<file path="src/common/soc_config.svh">
`ifndef SOC_CONFIG_SVH
`define SOC_CONFIG_SVH

// base sram, 4 MB window
`define BASE_RAM_BASE       32'h8000_0000
`define BASE_RAM_MASK       32'hFFC0_0000

// ext sram directly above base, also 4 MB
`define EXT_RAM_BASE        32'h8040_0000
`define EXT_RAM_MASK        32'hFFC0_0000

// boot rom, 256 bytes at the reset vector
`define BOOTROM_BASE        32'h9FC0_0000
`define BOOTROM_MASK        32'hFFFF_FF00

// serial registers, one word each
`define UART_DATA_ADDR      32'hBFD0_03F8
`define UART_STATUS_ADDR    32'hBFD0_03FC
`define UART_REG_MASK       32'hFFFF_FFFC

// word address into one bank (4 MB / 4 bytes)
`define SRAM_ADDR_W         20

// rom contents
`define BOOTROM_DEPTH       64
`define BOOTROM_TAG         32'hB007_0000

`endif
</file>
<file path="src/common/soc_pkg.sv">
`default_nettype none

package soc_pkg;

    typedef logic [31:0] word_t;    // address or data word
    typedef logic [3:0]  mask_t;    // set bit = lane written
    typedef logic [7:0]  byte_t;

    // where a decoded request goes
    typedef enum logic [2:0] {
        TGT_NONE,
        TGT_BASE,
        TGT_EXT,
        TGT_BOOTROM,
        TGT_UART_DATA,
        TGT_UART_STATUS
    } target_e;

    // bank controller phase
    typedef enum logic {
        PH_IDLE,            // nothing left over
        PH_INST_PENDING     // data half done, fetch still owed
    } bank_phase_e;

endpackage

`default_nettype wire

</file>
<file path="src/hw/soc_bus_top.sv">
`timescale 1ns/1ps
`default_nettype none
`include "soc_config.svh"

module soc_bus_top (
    input  wire logic                  clk_i,
    input  wire logic                  rst_n_i,

    // cpu fetch port
    input  wire logic                  inst_req_i,
    input  wire soc_pkg::word_t        inst_addr_i,
    output soc_pkg::word_t             inst_rdata_o,

    // cpu data port
    input  wire logic                  data_re_i,
    input  wire logic                  data_we_i,
    input  wire soc_pkg::word_t        data_addr_i,
    input  wire soc_pkg::word_t        data_wdata_i,
    input  wire soc_pkg::mask_t        data_mask_i,
    output soc_pkg::word_t             data_rdata_o,
    output logic                       stall_o,

    // base sram
    output logic [`SRAM_ADDR_W-1:0]    base_ram_addr_o,
    output soc_pkg::word_t             base_ram_data_o,
    input  wire soc_pkg::word_t        base_ram_data_i,
    output logic                       base_ram_data_oe_o,
    output logic [3:0]                 base_ram_be_n_o,
    output logic                       base_ram_ce_n_o,
    output logic                       base_ram_oe_n_o,
    output logic                       base_ram_we_n_o,

    // ext sram
    output logic [`SRAM_ADDR_W-1:0]    ext_ram_addr_o,
    output soc_pkg::word_t             ext_ram_data_o,
    input  wire soc_pkg::word_t        ext_ram_data_i,
    output logic                       ext_ram_data_oe_o,
    output logic [3:0]                 ext_ram_be_n_o,
    output logic                       ext_ram_ce_n_o,
    output logic                       ext_ram_oe_n_o,
    output logic                       ext_ram_we_n_o,

    // serial
    output logic                       tx_valid_o,
    output soc_pkg::byte_t             tx_byte_o,
    input  wire logic                  tx_busy_i,
    input  wire logic                  rx_valid_i,
    input  wire soc_pkg::byte_t        rx_byte_i,
    output logic                       irq_o
);

    soc_pkg::target_e inst_tgt;
    soc_pkg::target_e data_tgt;

    logic base_stall;
    logic ext_stall;
    logic uart_hit;

    soc_pkg::word_t base_inst_rdata;
    soc_pkg::word_t base_data_rdata;
    soc_pkg::word_t ext_inst_rdata;
    soc_pkg::word_t ext_data_rdata;
    soc_pkg::word_t rom_inst_rdata;
    soc_pkg::word_t rom_data_rdata;
    soc_pkg::word_t uart_rdata;

    addr_decoder u_inst_dec (
        .addr_i      (inst_addr_i),
        .req_i       (inst_req_i),
        .inst_only_i (1'b1),
        .target_o    (inst_tgt)
    );

    addr_decoder u_data_dec (
        .addr_i      (data_addr_i),
        .req_i       (data_re_i | data_we_i),
        .inst_only_i (1'b0),
        .target_o    (data_tgt)
    );

    sram_bank_ctrl u_base_bank (
        .clk_i         (clk_i),
        .rst_n_i       (rst_n_i),
        .inst_req_i    (inst_tgt == soc_pkg::TGT_BASE),
        .inst_addr_i   (inst_addr_i),
        .inst_rdata_o  (base_inst_rdata),
        .data_re_i     (data_re_i && (data_tgt == soc_pkg::TGT_BASE)),
        .data_we_i     (data_we_i && (data_tgt == soc_pkg::TGT_BASE)),
        .data_addr_i   (data_addr_i),
        .data_wdata_i  (data_wdata_i),
        .data_mask_i   (data_mask_i),
        .data_rdata_o  (base_data_rdata),
        .stall_o       (base_stall),
        .ram_addr_o    (base_ram_addr_o),
        .ram_data_o    (base_ram_data_o),
        .ram_data_i    (base_ram_data_i),
        .ram_data_oe_o (base_ram_data_oe_o),
        .ram_be_n_o    (base_ram_be_n_o),
        .ram_ce_n_o    (base_ram_ce_n_o),
        .ram_oe_n_o    (base_ram_oe_n_o),
        .ram_we_n_o    (base_ram_we_n_o)
    );

    sram_bank_ctrl u_ext_bank (
        .clk_i         (clk_i),
        .rst_n_i       (rst_n_i),
        .inst_req_i    (inst_tgt == soc_pkg::TGT_EXT),
        .inst_addr_i   (inst_addr_i),
        .inst_rdata_o  (ext_inst_rdata),
        .data_re_i     (data_re_i && (data_tgt == soc_pkg::TGT_EXT)),
        .data_we_i     (data_we_i && (data_tgt == soc_pkg::TGT_EXT)),
        .data_addr_i   (data_addr_i),
        .data_wdata_i  (data_wdata_i),
        .data_mask_i   (data_mask_i),
        .data_rdata_o  (ext_data_rdata),
        .stall_o       (ext_stall),
        .ram_addr_o    (ext_ram_addr_o),
        .ram_data_o    (ext_ram_data_o),
        .ram_data_i    (ext_ram_data_i),
        .ram_data_oe_o (ext_ram_data_oe_o),
        .ram_be_n_o    (ext_ram_be_n_o),
        .ram_ce_n_o    (ext_ram_ce_n_o),
        .ram_oe_n_o    (ext_ram_oe_n_o),
        .ram_we_n_o    (ext_ram_we_n_o)
    );

    // read-only, writes to it just fall away
    bootrom u_bootrom (
        .inst_addr_i  (inst_addr_i),
        .inst_rdata_o (rom_inst_rdata),
        .data_addr_i  (data_addr_i),
        .data_rdata_o (rom_data_rdata)
    );

    assign uart_hit = (data_tgt == soc_pkg::TGT_UART_DATA) ||
                      (data_tgt == soc_pkg::TGT_UART_STATUS);

    uart_regs u_uart (
        .clk_i        (clk_i),
        .rst_n_i      (rst_n_i),
        .read_i       (data_re_i && uart_hit),
        .write_i      (data_we_i && (data_tgt == soc_pkg::TGT_UART_DATA)),
        .status_sel_i (data_tgt == soc_pkg::TGT_UART_STATUS),
        .wdata_i      (data_wdata_i[7:0]),
        .rdata_o      (uart_rdata),
        .tx_valid_o   (tx_valid_o),
        .tx_byte_o    (tx_byte_o),
        .tx_busy_i    (tx_busy_i),
        .rx_valid_i   (rx_valid_i),
        .rx_byte_i    (rx_byte_i),
        .irq_o        (irq_o)
    );

    // only one bank can stall at a time, fetch and data share at most one
    assign stall_o = base_stall | ext_stall;

    always_comb begin
        case (inst_tgt)
            soc_pkg::TGT_BASE:    inst_rdata_o = base_inst_rdata;
            soc_pkg::TGT_EXT:     inst_rdata_o = ext_inst_rdata;
            soc_pkg::TGT_BOOTROM: inst_rdata_o = rom_inst_rdata;
            default:              inst_rdata_o = '0;
        endcase
    end

    always_comb begin
        case (data_tgt)
            soc_pkg::TGT_BASE:        data_rdata_o = base_data_rdata;
            soc_pkg::TGT_EXT:         data_rdata_o = ext_data_rdata;
            soc_pkg::TGT_BOOTROM:     data_rdata_o = rom_data_rdata;
            soc_pkg::TGT_UART_DATA,
            soc_pkg::TGT_UART_STATUS: data_rdata_o = uart_rdata;
            default:                  data_rdata_o = '0;   // unmapped
        endcase
    end

endmodule

`default_nettype wire

</file>
<file path="src/hw/uart_regs.sv">
`timescale 1ns/1ps
`default_nettype none

module uart_regs (
    input  wire logic           clk_i,
    input  wire logic           rst_n_i,

    // register access from the bus
    input  wire logic           read_i,
    input  wire logic           write_i,
    input  wire logic           status_sel_i,   // 1 = status, 0 = data
    input  wire soc_pkg::byte_t wdata_i,
    output soc_pkg::word_t      rdata_o,

    // serial side
    output logic                tx_valid_o,
    output soc_pkg::byte_t      tx_byte_o,
    input  wire logic           tx_busy_i,
    input  wire logic           rx_valid_i,
    input  wire soc_pkg::byte_t rx_byte_i,
    output logic                irq_o
);

    soc_pkg::byte_t rx_byte_q;
    logic           rx_ready_q;

    always_ff @(posedge clk_i) begin
        if (rx_valid_i) begin
            rx_byte_q <= rx_byte_i;
        end
    end

    // a new byte beats a read in the same cycle
    always_ff @(posedge clk_i) begin
        if (!rst_n_i) begin
            rx_ready_q <= 1'b0;
        end else if (rx_valid_i) begin
            rx_ready_q <= 1'b1;
        end else if (read_i && !status_sel_i) begin
            rx_ready_q <= 1'b0;
        end
    end

    always_comb begin
        if (status_sel_i) begin
            rdata_o = {30'b0, rx_ready_q, ~tx_busy_i};
        end else begin
            rdata_o = {24'b0, rx_byte_q};
        end
    end

    assign tx_valid_o = write_i && !status_sel_i;
    assign tx_byte_o  = wdata_i;
    assign irq_o      = rx_ready_q;  // level, held until the byte is read

endmodule

`default_nettype wire

</file>
<file path="src/hw/bootrom.sv">
`timescale 1ns/1ps
`default_nettype none
`include "soc_config.svh"

module bootrom (
    input  wire soc_pkg::word_t inst_addr_i,
    output soc_pkg::word_t      inst_rdata_o,
    input  wire soc_pkg::word_t data_addr_i,
    output soc_pkg::word_t      data_rdata_o
);

    localparam int IDX_W = $clog2(`BOOTROM_DEPTH);

    soc_pkg::word_t rom_table [`BOOTROM_DEPTH];

    logic [IDX_W-1:0] inst_idx;
    logic [IDX_W-1:0] data_idx;

    // tag in the upper bits, word index in the low byte
    for (genvar gi = 0; gi < `BOOTROM_DEPTH; gi++) begin : g_rom
        assign rom_table[gi] = `BOOTROM_TAG | 32'(gi);
    end

    // byte address to word offset
    assign inst_idx = inst_addr_i[IDX_W+1:2];
    assign data_idx = data_addr_i[IDX_W+1:2];

    // two independent read ports
    assign inst_rdata_o = rom_table[inst_idx];
    assign data_rdata_o = rom_table[data_idx];

endmodule

`default_nettype wire

</file>
<file path="src/sram/sram_bank_ctrl.sv">
`timescale 1ns/1ps
`default_nettype none
`include "soc_config.svh"

module sram_bank_ctrl (
    input  wire logic                      clk_i,
    input  wire logic                      rst_n_i,

    // fetch side
    input  wire logic                      inst_req_i,
    input  wire soc_pkg::word_t            inst_addr_i,
    output soc_pkg::word_t                 inst_rdata_o,

    // load/store side
    input  wire logic                      data_re_i,
    input  wire logic                      data_we_i,
    input  wire soc_pkg::word_t            data_addr_i,
    input  wire soc_pkg::word_t            data_wdata_i,
    input  wire soc_pkg::mask_t            data_mask_i,
    output soc_pkg::word_t                 data_rdata_o,

    output logic                           stall_o,

    // sram pins
    output logic [`SRAM_ADDR_W-1:0]        ram_addr_o,
    output soc_pkg::word_t                 ram_data_o,
    input  wire soc_pkg::word_t            ram_data_i,
    output logic                           ram_data_oe_o,
    output logic [3:0]                     ram_be_n_o,
    output logic                           ram_ce_n_o,
    output logic                           ram_oe_n_o,
    output logic                           ram_we_n_o
);

    soc_pkg::bank_phase_e phase_q;
    soc_pkg::bank_phase_e phase_d;
    soc_pkg::word_t       data_hold_q;    // data read from the conflict cycle

    logic data_req;
    logic conflict;
    logic serve_data;
    logic serve_inst;

    assign data_req = data_re_i | data_we_i;
    assign conflict = inst_req_i & data_req;

    // data always wins the first cycle, fetch goes when data is absent or done
    assign serve_data = (phase_q == soc_pkg::PH_IDLE) && data_req;
    assign serve_inst = inst_req_i && ((phase_q == soc_pkg::PH_INST_PENDING) || !data_req);

    assign stall_o = (phase_q == soc_pkg::PH_IDLE) && conflict;

    always_comb begin
        phase_d = phase_q;
        case (phase_q)
            soc_pkg::PH_IDLE: begin
                if (conflict) begin
                    phase_d = soc_pkg::PH_INST_PENDING;
                end
            end
            default: phase_d = soc_pkg::PH_IDLE;  // fetch served this cycle
        endcase
    end

    always_ff @(posedge clk_i) begin
        if (!rst_n_i) begin
            phase_q <= soc_pkg::PH_IDLE;
        end else begin
            phase_q <= phase_d;
        end
    end

    // keep the load result while the fetch takes the pins
    always_ff @(posedge clk_i) begin
        if (stall_o && data_re_i) begin
            data_hold_q <= ram_data_i;
        end
    end

    always_comb begin
        ram_addr_o    = inst_addr_i[`SRAM_ADDR_W+1:2];
        ram_data_o    = data_wdata_i;
        ram_data_oe_o = 1'b0;
        ram_be_n_o    = 4'b1111;
        ram_ce_n_o    = 1'b1;
        ram_oe_n_o    = 1'b1;
        ram_we_n_o    = 1'b1;
        if (serve_data) begin
            ram_addr_o = data_addr_i[`SRAM_ADDR_W+1:2];
            ram_ce_n_o = 1'b0;
            if (data_we_i) begin
                ram_be_n_o    = ~data_mask_i;
                ram_we_n_o    = 1'b0;
                ram_data_oe_o = 1'b1;
            end else begin
                ram_be_n_o = 4'b0000;
                ram_oe_n_o = 1'b0;
            end
        end else if (serve_inst) begin
            ram_ce_n_o = 1'b0;
            ram_oe_n_o = 1'b0;
            ram_be_n_o = 4'b0000;   // whole word for fetches
        end
    end

    assign inst_rdata_o = ram_data_i;
    assign data_rdata_o = (phase_q == soc_pkg::PH_INST_PENDING) ? data_hold_q : ram_data_i;

endmodule

`default_nettype wire

</file>
<file path="src/hw/addr_decoder.sv">
`timescale 1ns/1ps
`default_nettype none
`include "soc_config.svh"

module addr_decoder (
    input  wire soc_pkg::word_t addr_i,
    input  wire logic           req_i,
    input  wire logic           inst_only_i,    // fetch port, memory targets only
    output soc_pkg::target_e    target_o
);

    logic hit_base;
    logic hit_ext;
    logic hit_rom;
    logic hit_uart_data;
    logic hit_uart_status;

    assign hit_base        = (addr_i & `BASE_RAM_MASK) == `BASE_RAM_BASE;
    assign hit_ext         = (addr_i & `EXT_RAM_MASK) == `EXT_RAM_BASE;
    assign hit_rom         = (addr_i & `BOOTROM_MASK) == `BOOTROM_BASE;
    assign hit_uart_data   = (addr_i & `UART_REG_MASK) == `UART_DATA_ADDR;
    assign hit_uart_status = (addr_i & `UART_REG_MASK) == `UART_STATUS_ADDR;

    always_comb begin
        target_o = soc_pkg::TGT_NONE;
        if (req_i) begin
            if (hit_base) begin
                target_o = soc_pkg::TGT_BASE;
            end else if (hit_ext) begin
                target_o = soc_pkg::TGT_EXT;
            end else if (hit_rom) begin
                target_o = soc_pkg::TGT_BOOTROM;
            end else if (hit_uart_data && !inst_only_i) begin
                target_o = soc_pkg::TGT_UART_DATA;
            end else if (hit_uart_status && !inst_only_i) begin
                target_o = soc_pkg::TGT_UART_STATUS;
            end
        end
    end

endmodule

`default_nettype wire

</file>
<file path="config.mk">
export PLATFORM = sky130hd
export DESIGN_NAME = soc_bus_top
export DESIGN_NICKNAME = d
export VERILOG_FILES = /design/src/common/soc_pkg.sv /design/src/hw/soc_bus_top.sv /design/src/hw/uart_regs.sv /design/src/hw/bootrom.sv /design/src/sram/sram_bank_ctrl.sv /design/src/hw/addr_decoder.sv
export VERILOG_INCLUDE_DIRS = /design/src /design/src/common
export SDC_FILE = /design/constraint.sdc
export NUM_CORES = 1
export LEC_CHECK = 0
export ABC_AREA = 1
export BUFFER_PORTS_ARGS = -buffer_cell sky130_fd_sc_hd__buf_2
export CAP_MARGIN = 10
export CORE_AREA = 2 2 144 146
export DETAILED_ROUTE_END_ITERATION = 6
export DIE_AREA = 0 0 146 148
export REMOVE_ABC_BUFFERS = 1
export SYNTH_ARGS = -nofsm -noshare
export SYNTH_HDL_FRONTEND = slang
export SYNTH_SLANG_ARGS = --single-unit
</file>
<file path="constraint.sdc">
create_clock -name clk_i -period 4.14 [get_ports clk_i]
set_clock_uncertainty 0.1 [all_clocks]
set_input_delay 0.207 -clock clk_i [delete_from_list [all_inputs] [get_ports clk_i]]
set_output_delay 0.207 -clock clk_i [all_outputs]
set_load 0.005 [all_outputs]
</file>
==> flow_summary.ini, run 1 <==
[hold_path]
holdCritPathClass = primary input to flop
hold-path-cell-count = 1

[critical_path]
critical_path.endpoint_type = primary output
rr_worst_depth = 5
cp_max_fo = 32
worst_ep_required_time_ns = 3.83
critPathLaunchType = flop
worstSetupPathType = flop to primary output
arrival_ns = 2.83

[placed_design]
portBuffers = 265
place.gp.congestion = 0.924
placed_cells = 1271
dp_hpwl_mm = 19.1
placed_cell_area_um2 = 6840
dp_slack_ns = 1.21

[drt]
first_pass_iters = 5
routed_wl_mm = 26.0
antenna_left = 0
post_drt_via_cell_ratio = 4.81
drc = 0
num_vias = 6539
wl_per_cell_um = 19.1
drtIter0Drc = 354

[synth]
syn_area_per_cell_um2 = 6.92
synth-seq-cells = 75
synth_cell_type_count = 30
syn_area_um2 = 5770
synth_cells = 834
synth-seq-area-share = 0.385
yosysWarnings = 0
yosys.area.top_type = edfxtp_1
synth_top_area_share = 0.375
ys_top_cells_by_area = edfxtp_1, nand2_1, buf_4

[sta]
setup_tns_ns = 0
setup_violations = 0
maxSlewHeadroom = 0.363
setup_ws_ns = 1.00
maxSlewViolCount = 0
period_share = 0.758
rsz0062_at_grt = no
worst-slew-pin-transition_ns = 0.954
fmax_mhz = 319
fin_crit_ns = 3.14
timing.hold.ws_ns = 0.0108
hold_viol = 0

[power_and_ir_drop]
power-per-cell-area_nw_per_um2 = 234
power.total_mw = 1.83
leakage_nw = 3.78
ir_drop_mv = 0.141

[clocking]
cts_tree = done
post_cts_buffers = 0
cts_sinks = 75
cts.clk_slew.worst_paths_ns = 0.06
ctsResizeCount = 0
cts_buffer_depth = 2
cts_root_buf = clkbuf_16
clk_latency_ns = 0.33
htreeDepth = 3
numCtsBuffers = 9
holdBufCountCts = 71

[global_routing]
grt_pass1_vias = 6433
top_usage_layer = met2
use_met3 = 0.106
grt_overflow_total = 0
grt_pass1_wl_mm = 38.2
grt_usage = 0.234
grtUsageMet1 = 0.280
antenna_found_initial = 1
met2_usage = 0.369
grt_max_degree = 54

[die]
die_w_um = 146
pin_count = 374
coreArea_um2 = 20000
initial_core_util = 0.288
die_h_um = 148
num_rows = 52
die_area_um2 = 21600

[finish]
drive_gt1_frac = 0.281
num-nets-final = 1262
area_delta_synth_final_pct = 35.4
final_util = 0.390
fin_area_um2 = 7810
layoutNonFillerInstCount = 1359

[outcome]
run_status = completed

[flow_run]
maxCapViolCount = 0
==> cell usage after synthesis, drive strengths merged <==
cell type	n
nand2	304
buf	91
o21ai	83
inv	80
edfxtp	72
nand3	65
nor2	56
clkbuf	20
o22ai	14
nand4	12
nor3	8
o211ai	7
mux2i	6
a21oi	4
nor4	4
dfxtp	3
clkinv	2
and3b	1
nand3b	1
o31ai	1
==> cells by family (layout without fill, tap and decap cells) <==
family / after synthesis / after routing / share of synthesized area
flip-flops: 75 / 75 / 0.385
AO/OA/AOI/OAI: 109 / 109 / 0.101
AND/OR/NAND/NOR: 451 / 451 / 0.325
buffers and inverters: 193 / 447 / 0.178
multiplexers: 6 / 6 / 0.0104
other: 0 / 1 / 0
==> layer usage <==
metal | up-vias | wire length (µm)
li1 | 3143 | -
met1 | 2930 | 10400
met2 | 419 | 11400
met3 | 43 | 3310
met4 | 4 | 656
met5 | - | 154
==> registers in the layout (all words and copies together), names as in the netlist <==
signal / flops
u_uart.irq_o: 1
u_ext_bank.data_hold_q: 32
u_base_bank.phase_q: 1
u_base_bank.data_hold_q: 32
u_uart.rx_byte_q: 8
u_ext_bank.phase_q: 1
==> power by group <==
part	switching [mW]	internal, mW	total (mW)
Sequential	0.00250	0.838	0.841
Combinational	0.137	0.137	0.274
Clock	0.309	0.404	0.713
Total	0.449	1.38	1.83
==> worst max-delay path, stage by stage, from the launching register on <==
cell and delay, ns:
dfxtp_2 0.83, clkinv_1 0.91, nand2_1 0.23, nand2_1 0.07, nand2_1 0.07, nand2_1 0.05, nor2_1 0.11, nand2_1 0.06
buf_2 0.14
==> final timing paths <==
path	end	slack, ns	from
hold reg to reg	u_uart.irq_o	0.40	u_uart.irq_o
setup / recovery	data_rdata_o[1]	1.00	u_ext_bank.phase_q
setup reg to reg	u_base_bank.data_hold_q[10]	1.85	u_base_bank.phase_q
hold / removal	u_base_bank.data_hold_q[0]	0.01	base_ram_data_i[0]
==> cell usage in the layout, fill, tap and decap left out, drive strengths merged <==
| cell | n |
|---|---|
| o31ai | 1 |
| mux2i | 6 |
| nor3 | 8 |
| nor4 | 4 |
| nand2 | 304 |
| and3b | 1 |
| clkbuf | 13 |
| diode | 1 |
| nand3b | 1 |
| nand3 | 65 |
| dlygate4sd3 | 71 |
| edfxtp | 72 |
| buf | 278 |
| inv | 80 |
| o211ai | 7 |
| o21ai | 83 |
| dfxtp | 3 |
| clkinv | 5 |
| o22ai | 14 |
| a21oi | 4 |
| nand4 | 12 |
| nor2 | 56 |
==> final cells by class <==
cell class	count	area, µm²
fillers	2148	12200
multi-input cells	566	2540
flip-flops and latches	75	2220
repair buffers	349	2150
well taps	270	338
inverters	82	308
clock buffers	13	240
clock inverters	3	15.0
diodes	1	2.50
No activity file was read; power rests on OpenSTA's default activity.
==> run 2: changes to the inputs <==
- clock period: 4.14 -> 3.1 ns (I/O delays scaled with it)
==> flow_summary.ini, run 2 (same netlist as run 1, synthesis figures left out) <==
[critical_path]
arrival_ns = 2.16
timing.rr.end = u_ext_bank.data_hold_q[7]
critical_path.endpoint_type = primary output
reg2reg_from = u_ext_bank.phase_q
cp_max_fo = 31
worstPathCellList = buf_2 > nor2_1 > nand2_1 > inv_1 > nand2_1 > nor2_1 > nand2_1 > nand3_2 > buf_4 > nor2_4 > nand2_2 > buf_4 > nand2_1 > o21ai_0 > buf_2
crit_path_end = ext_ram_be_n_o[2]
critPathMaxStageDelay_ns = 0.34
cp_common_cell = nand2_1
rr_worst_depth = 5
crit_path_top_delay_cell = buf_4
worst_ep_required_time_ns = 2.84
critPathLaunchType = primary input
ff2ff_setup_slack_ns = 1.30
crit_path_start = data_addr_i[12]
worstSetupPathType = primary input to primary output

[die]
pin_count = 374
die_h_um = 148
initial_core_util = 0.288
coreArea_um2 = 20000
num_rows = 52
die_area_um2 = 21600
die_w_um = 146

[sta]
fmax_mhz = 414
maxSlewViolCount = 0
rsz0062_at_grt = no
timing.hold.ws_ns = 0.0193
setup_violations = 0
fin_crit_ns = 2.42
hold_viol = 0
setup_tns_ns = 0
period_share = 0.779
worst-slew-pin-transition_ns = 1.09
maxSlewHeadroom = 0.271

[finish]
layout_commonest_cell = nand2_1
num-nets-final = 1272
final_cell_mix = nand2_1, buf_2, inv_1
drive_gt1_frac = 0.287
reg.largest.list = u_base_bank.data_hold_q x32, u_ext_bank.data_hold_q x32, u_uart.rx_byte_q x8
area_delta_synth_final_pct = 37.3
layoutNonFillerInstCount = 1369

[power_and_ir_drop]
p_int_mw = 1.92
power.share.clock = 0.409
leakage_nw = 3.84
combPwrFrac = 0.145
power.switching_mw = 0.601
power-per-cell-area_nw_per_um2 = 318
power_frac_seq = 0.445
ir_drop_mv = 0.271
sw_frac_of_total = 0.238

[global_routing]
grt_pass1_vias = 6394
grt_pass1_wl_mm = 38.2
grt_max_degree = 54
antenna_found_initial = 1
grt_overflow_total = 0
grt_usage = 0.234

[clocking]
cts_tree = done
cts_root_buf = clkbuf_16
htreeDepth = 3
numCtsBuffers = 9
post_cts_buffers = 0
cts.clk_slew.worst_paths_ns = 0.06
cts_sinks = 75
clk_latency_ns = 0.33
cts_buffer_depth = 2

[drt]
num_vias = 6513
antenna_left = 0
drc = 0
wl_per_cell_um = 19.1
drtIter0Drc = 408
post_drt_via_cell_ratio = 4.76
routed_wl_mm = 26.1
first_pass_iters = 5

[hold_path]
holdCritPathClass = primary input to flop
hold-path-cell-count = 3
min_from = rst_n_i

[placed_design]
dp_hpwl_mm = 19.3
place.gp.congestion = 0.901
placed_cells = 1280
portBuffers = 265

[flow_run]
maxCapViolCount = 0

[outcome]
run_status = completed
[run 2: cell count changes in the layout (fill, tap and decap cells not counted), moves of 2 or more]
cell and delta:
buf_4 +9, clkbuf_1 -3, clkinv_1 +3, clkinv_2 -3, clkinvlp_4 +2
[run 2: how the worst min path moves through the flow]
stage,endpoint,slack [ns]
floorplan,u_base_bank.data_hold_q[0],0.15
global placement,base_ram_data_o[25],0.21
detailed placement,base_ram_data_o[25],0.21
CTS,u_base_bank.phase_q,0.003
global route,u_base_bank.phase_q,0.02
finish,u_base_bank.phase_q,0.02
[run 2: metrics by stage]
step	worst slack (ns)	total power [mW]	cell area (µm²)	util
after floorplan	-0.560	1.24	5050	-
after global placement	0.652	1.43	6910	0.345
after detailed placement	0.606	1.43	6910	0.345
after CTS	0.663	2.55	7920	0.395
after global routing	0.406	2.63	7920	0.395
final	0.685	2.52	7920	0.395
[run 2: layout make-up]
cell class	instances	area [µm²]
clock buffer	10	229
tap	270	338
inverter	82	308
timing repair buffer	359	2220
clock inverter	6	56.3
fill	2170	12100
sequential	75	2220
antenna	1	2.50
multi-input combinational	566	2540
[run 2: critical path: cells and delay by family]
family	cells	cell delay, ns
AOI/OAI and AO/OA	1	0.12
and+or+nand+nor	9	1.01
buffers and inverters	5	0.88
[run 2: layer usage]
metal  part of all wire  vias to the layer above  GRT usage
met5             0.0066                        -     0.0750
met3               0.13                       22      0.115
met2               0.46                      369      0.377
met1               0.40                     2954      0.278
met4              0.013                        4     0.0515
li1                   -                     3164          -
[run 2: power by group through the flow]
stage	registers [mW]	logic, mW	clock network [mW]
2_1_floorplan	1.14	0.101	0
3_3_place_gp	1.14	0.287	0
3_5_place_dp	1.14	0.291	0
4_1_cts	1.12	0.364	1.06
5_1_grt	1.12	0.408	1.10
6_report	1.12	0.366	1.03
[run 2: what timing repair did]
| item | in CTS | in global routing |
|---|---|---|
| hold buffers | 72 | 0 |
| gates resized for setup | 0 | 0 |
| hold endpoints to repair | 72 | 0 |
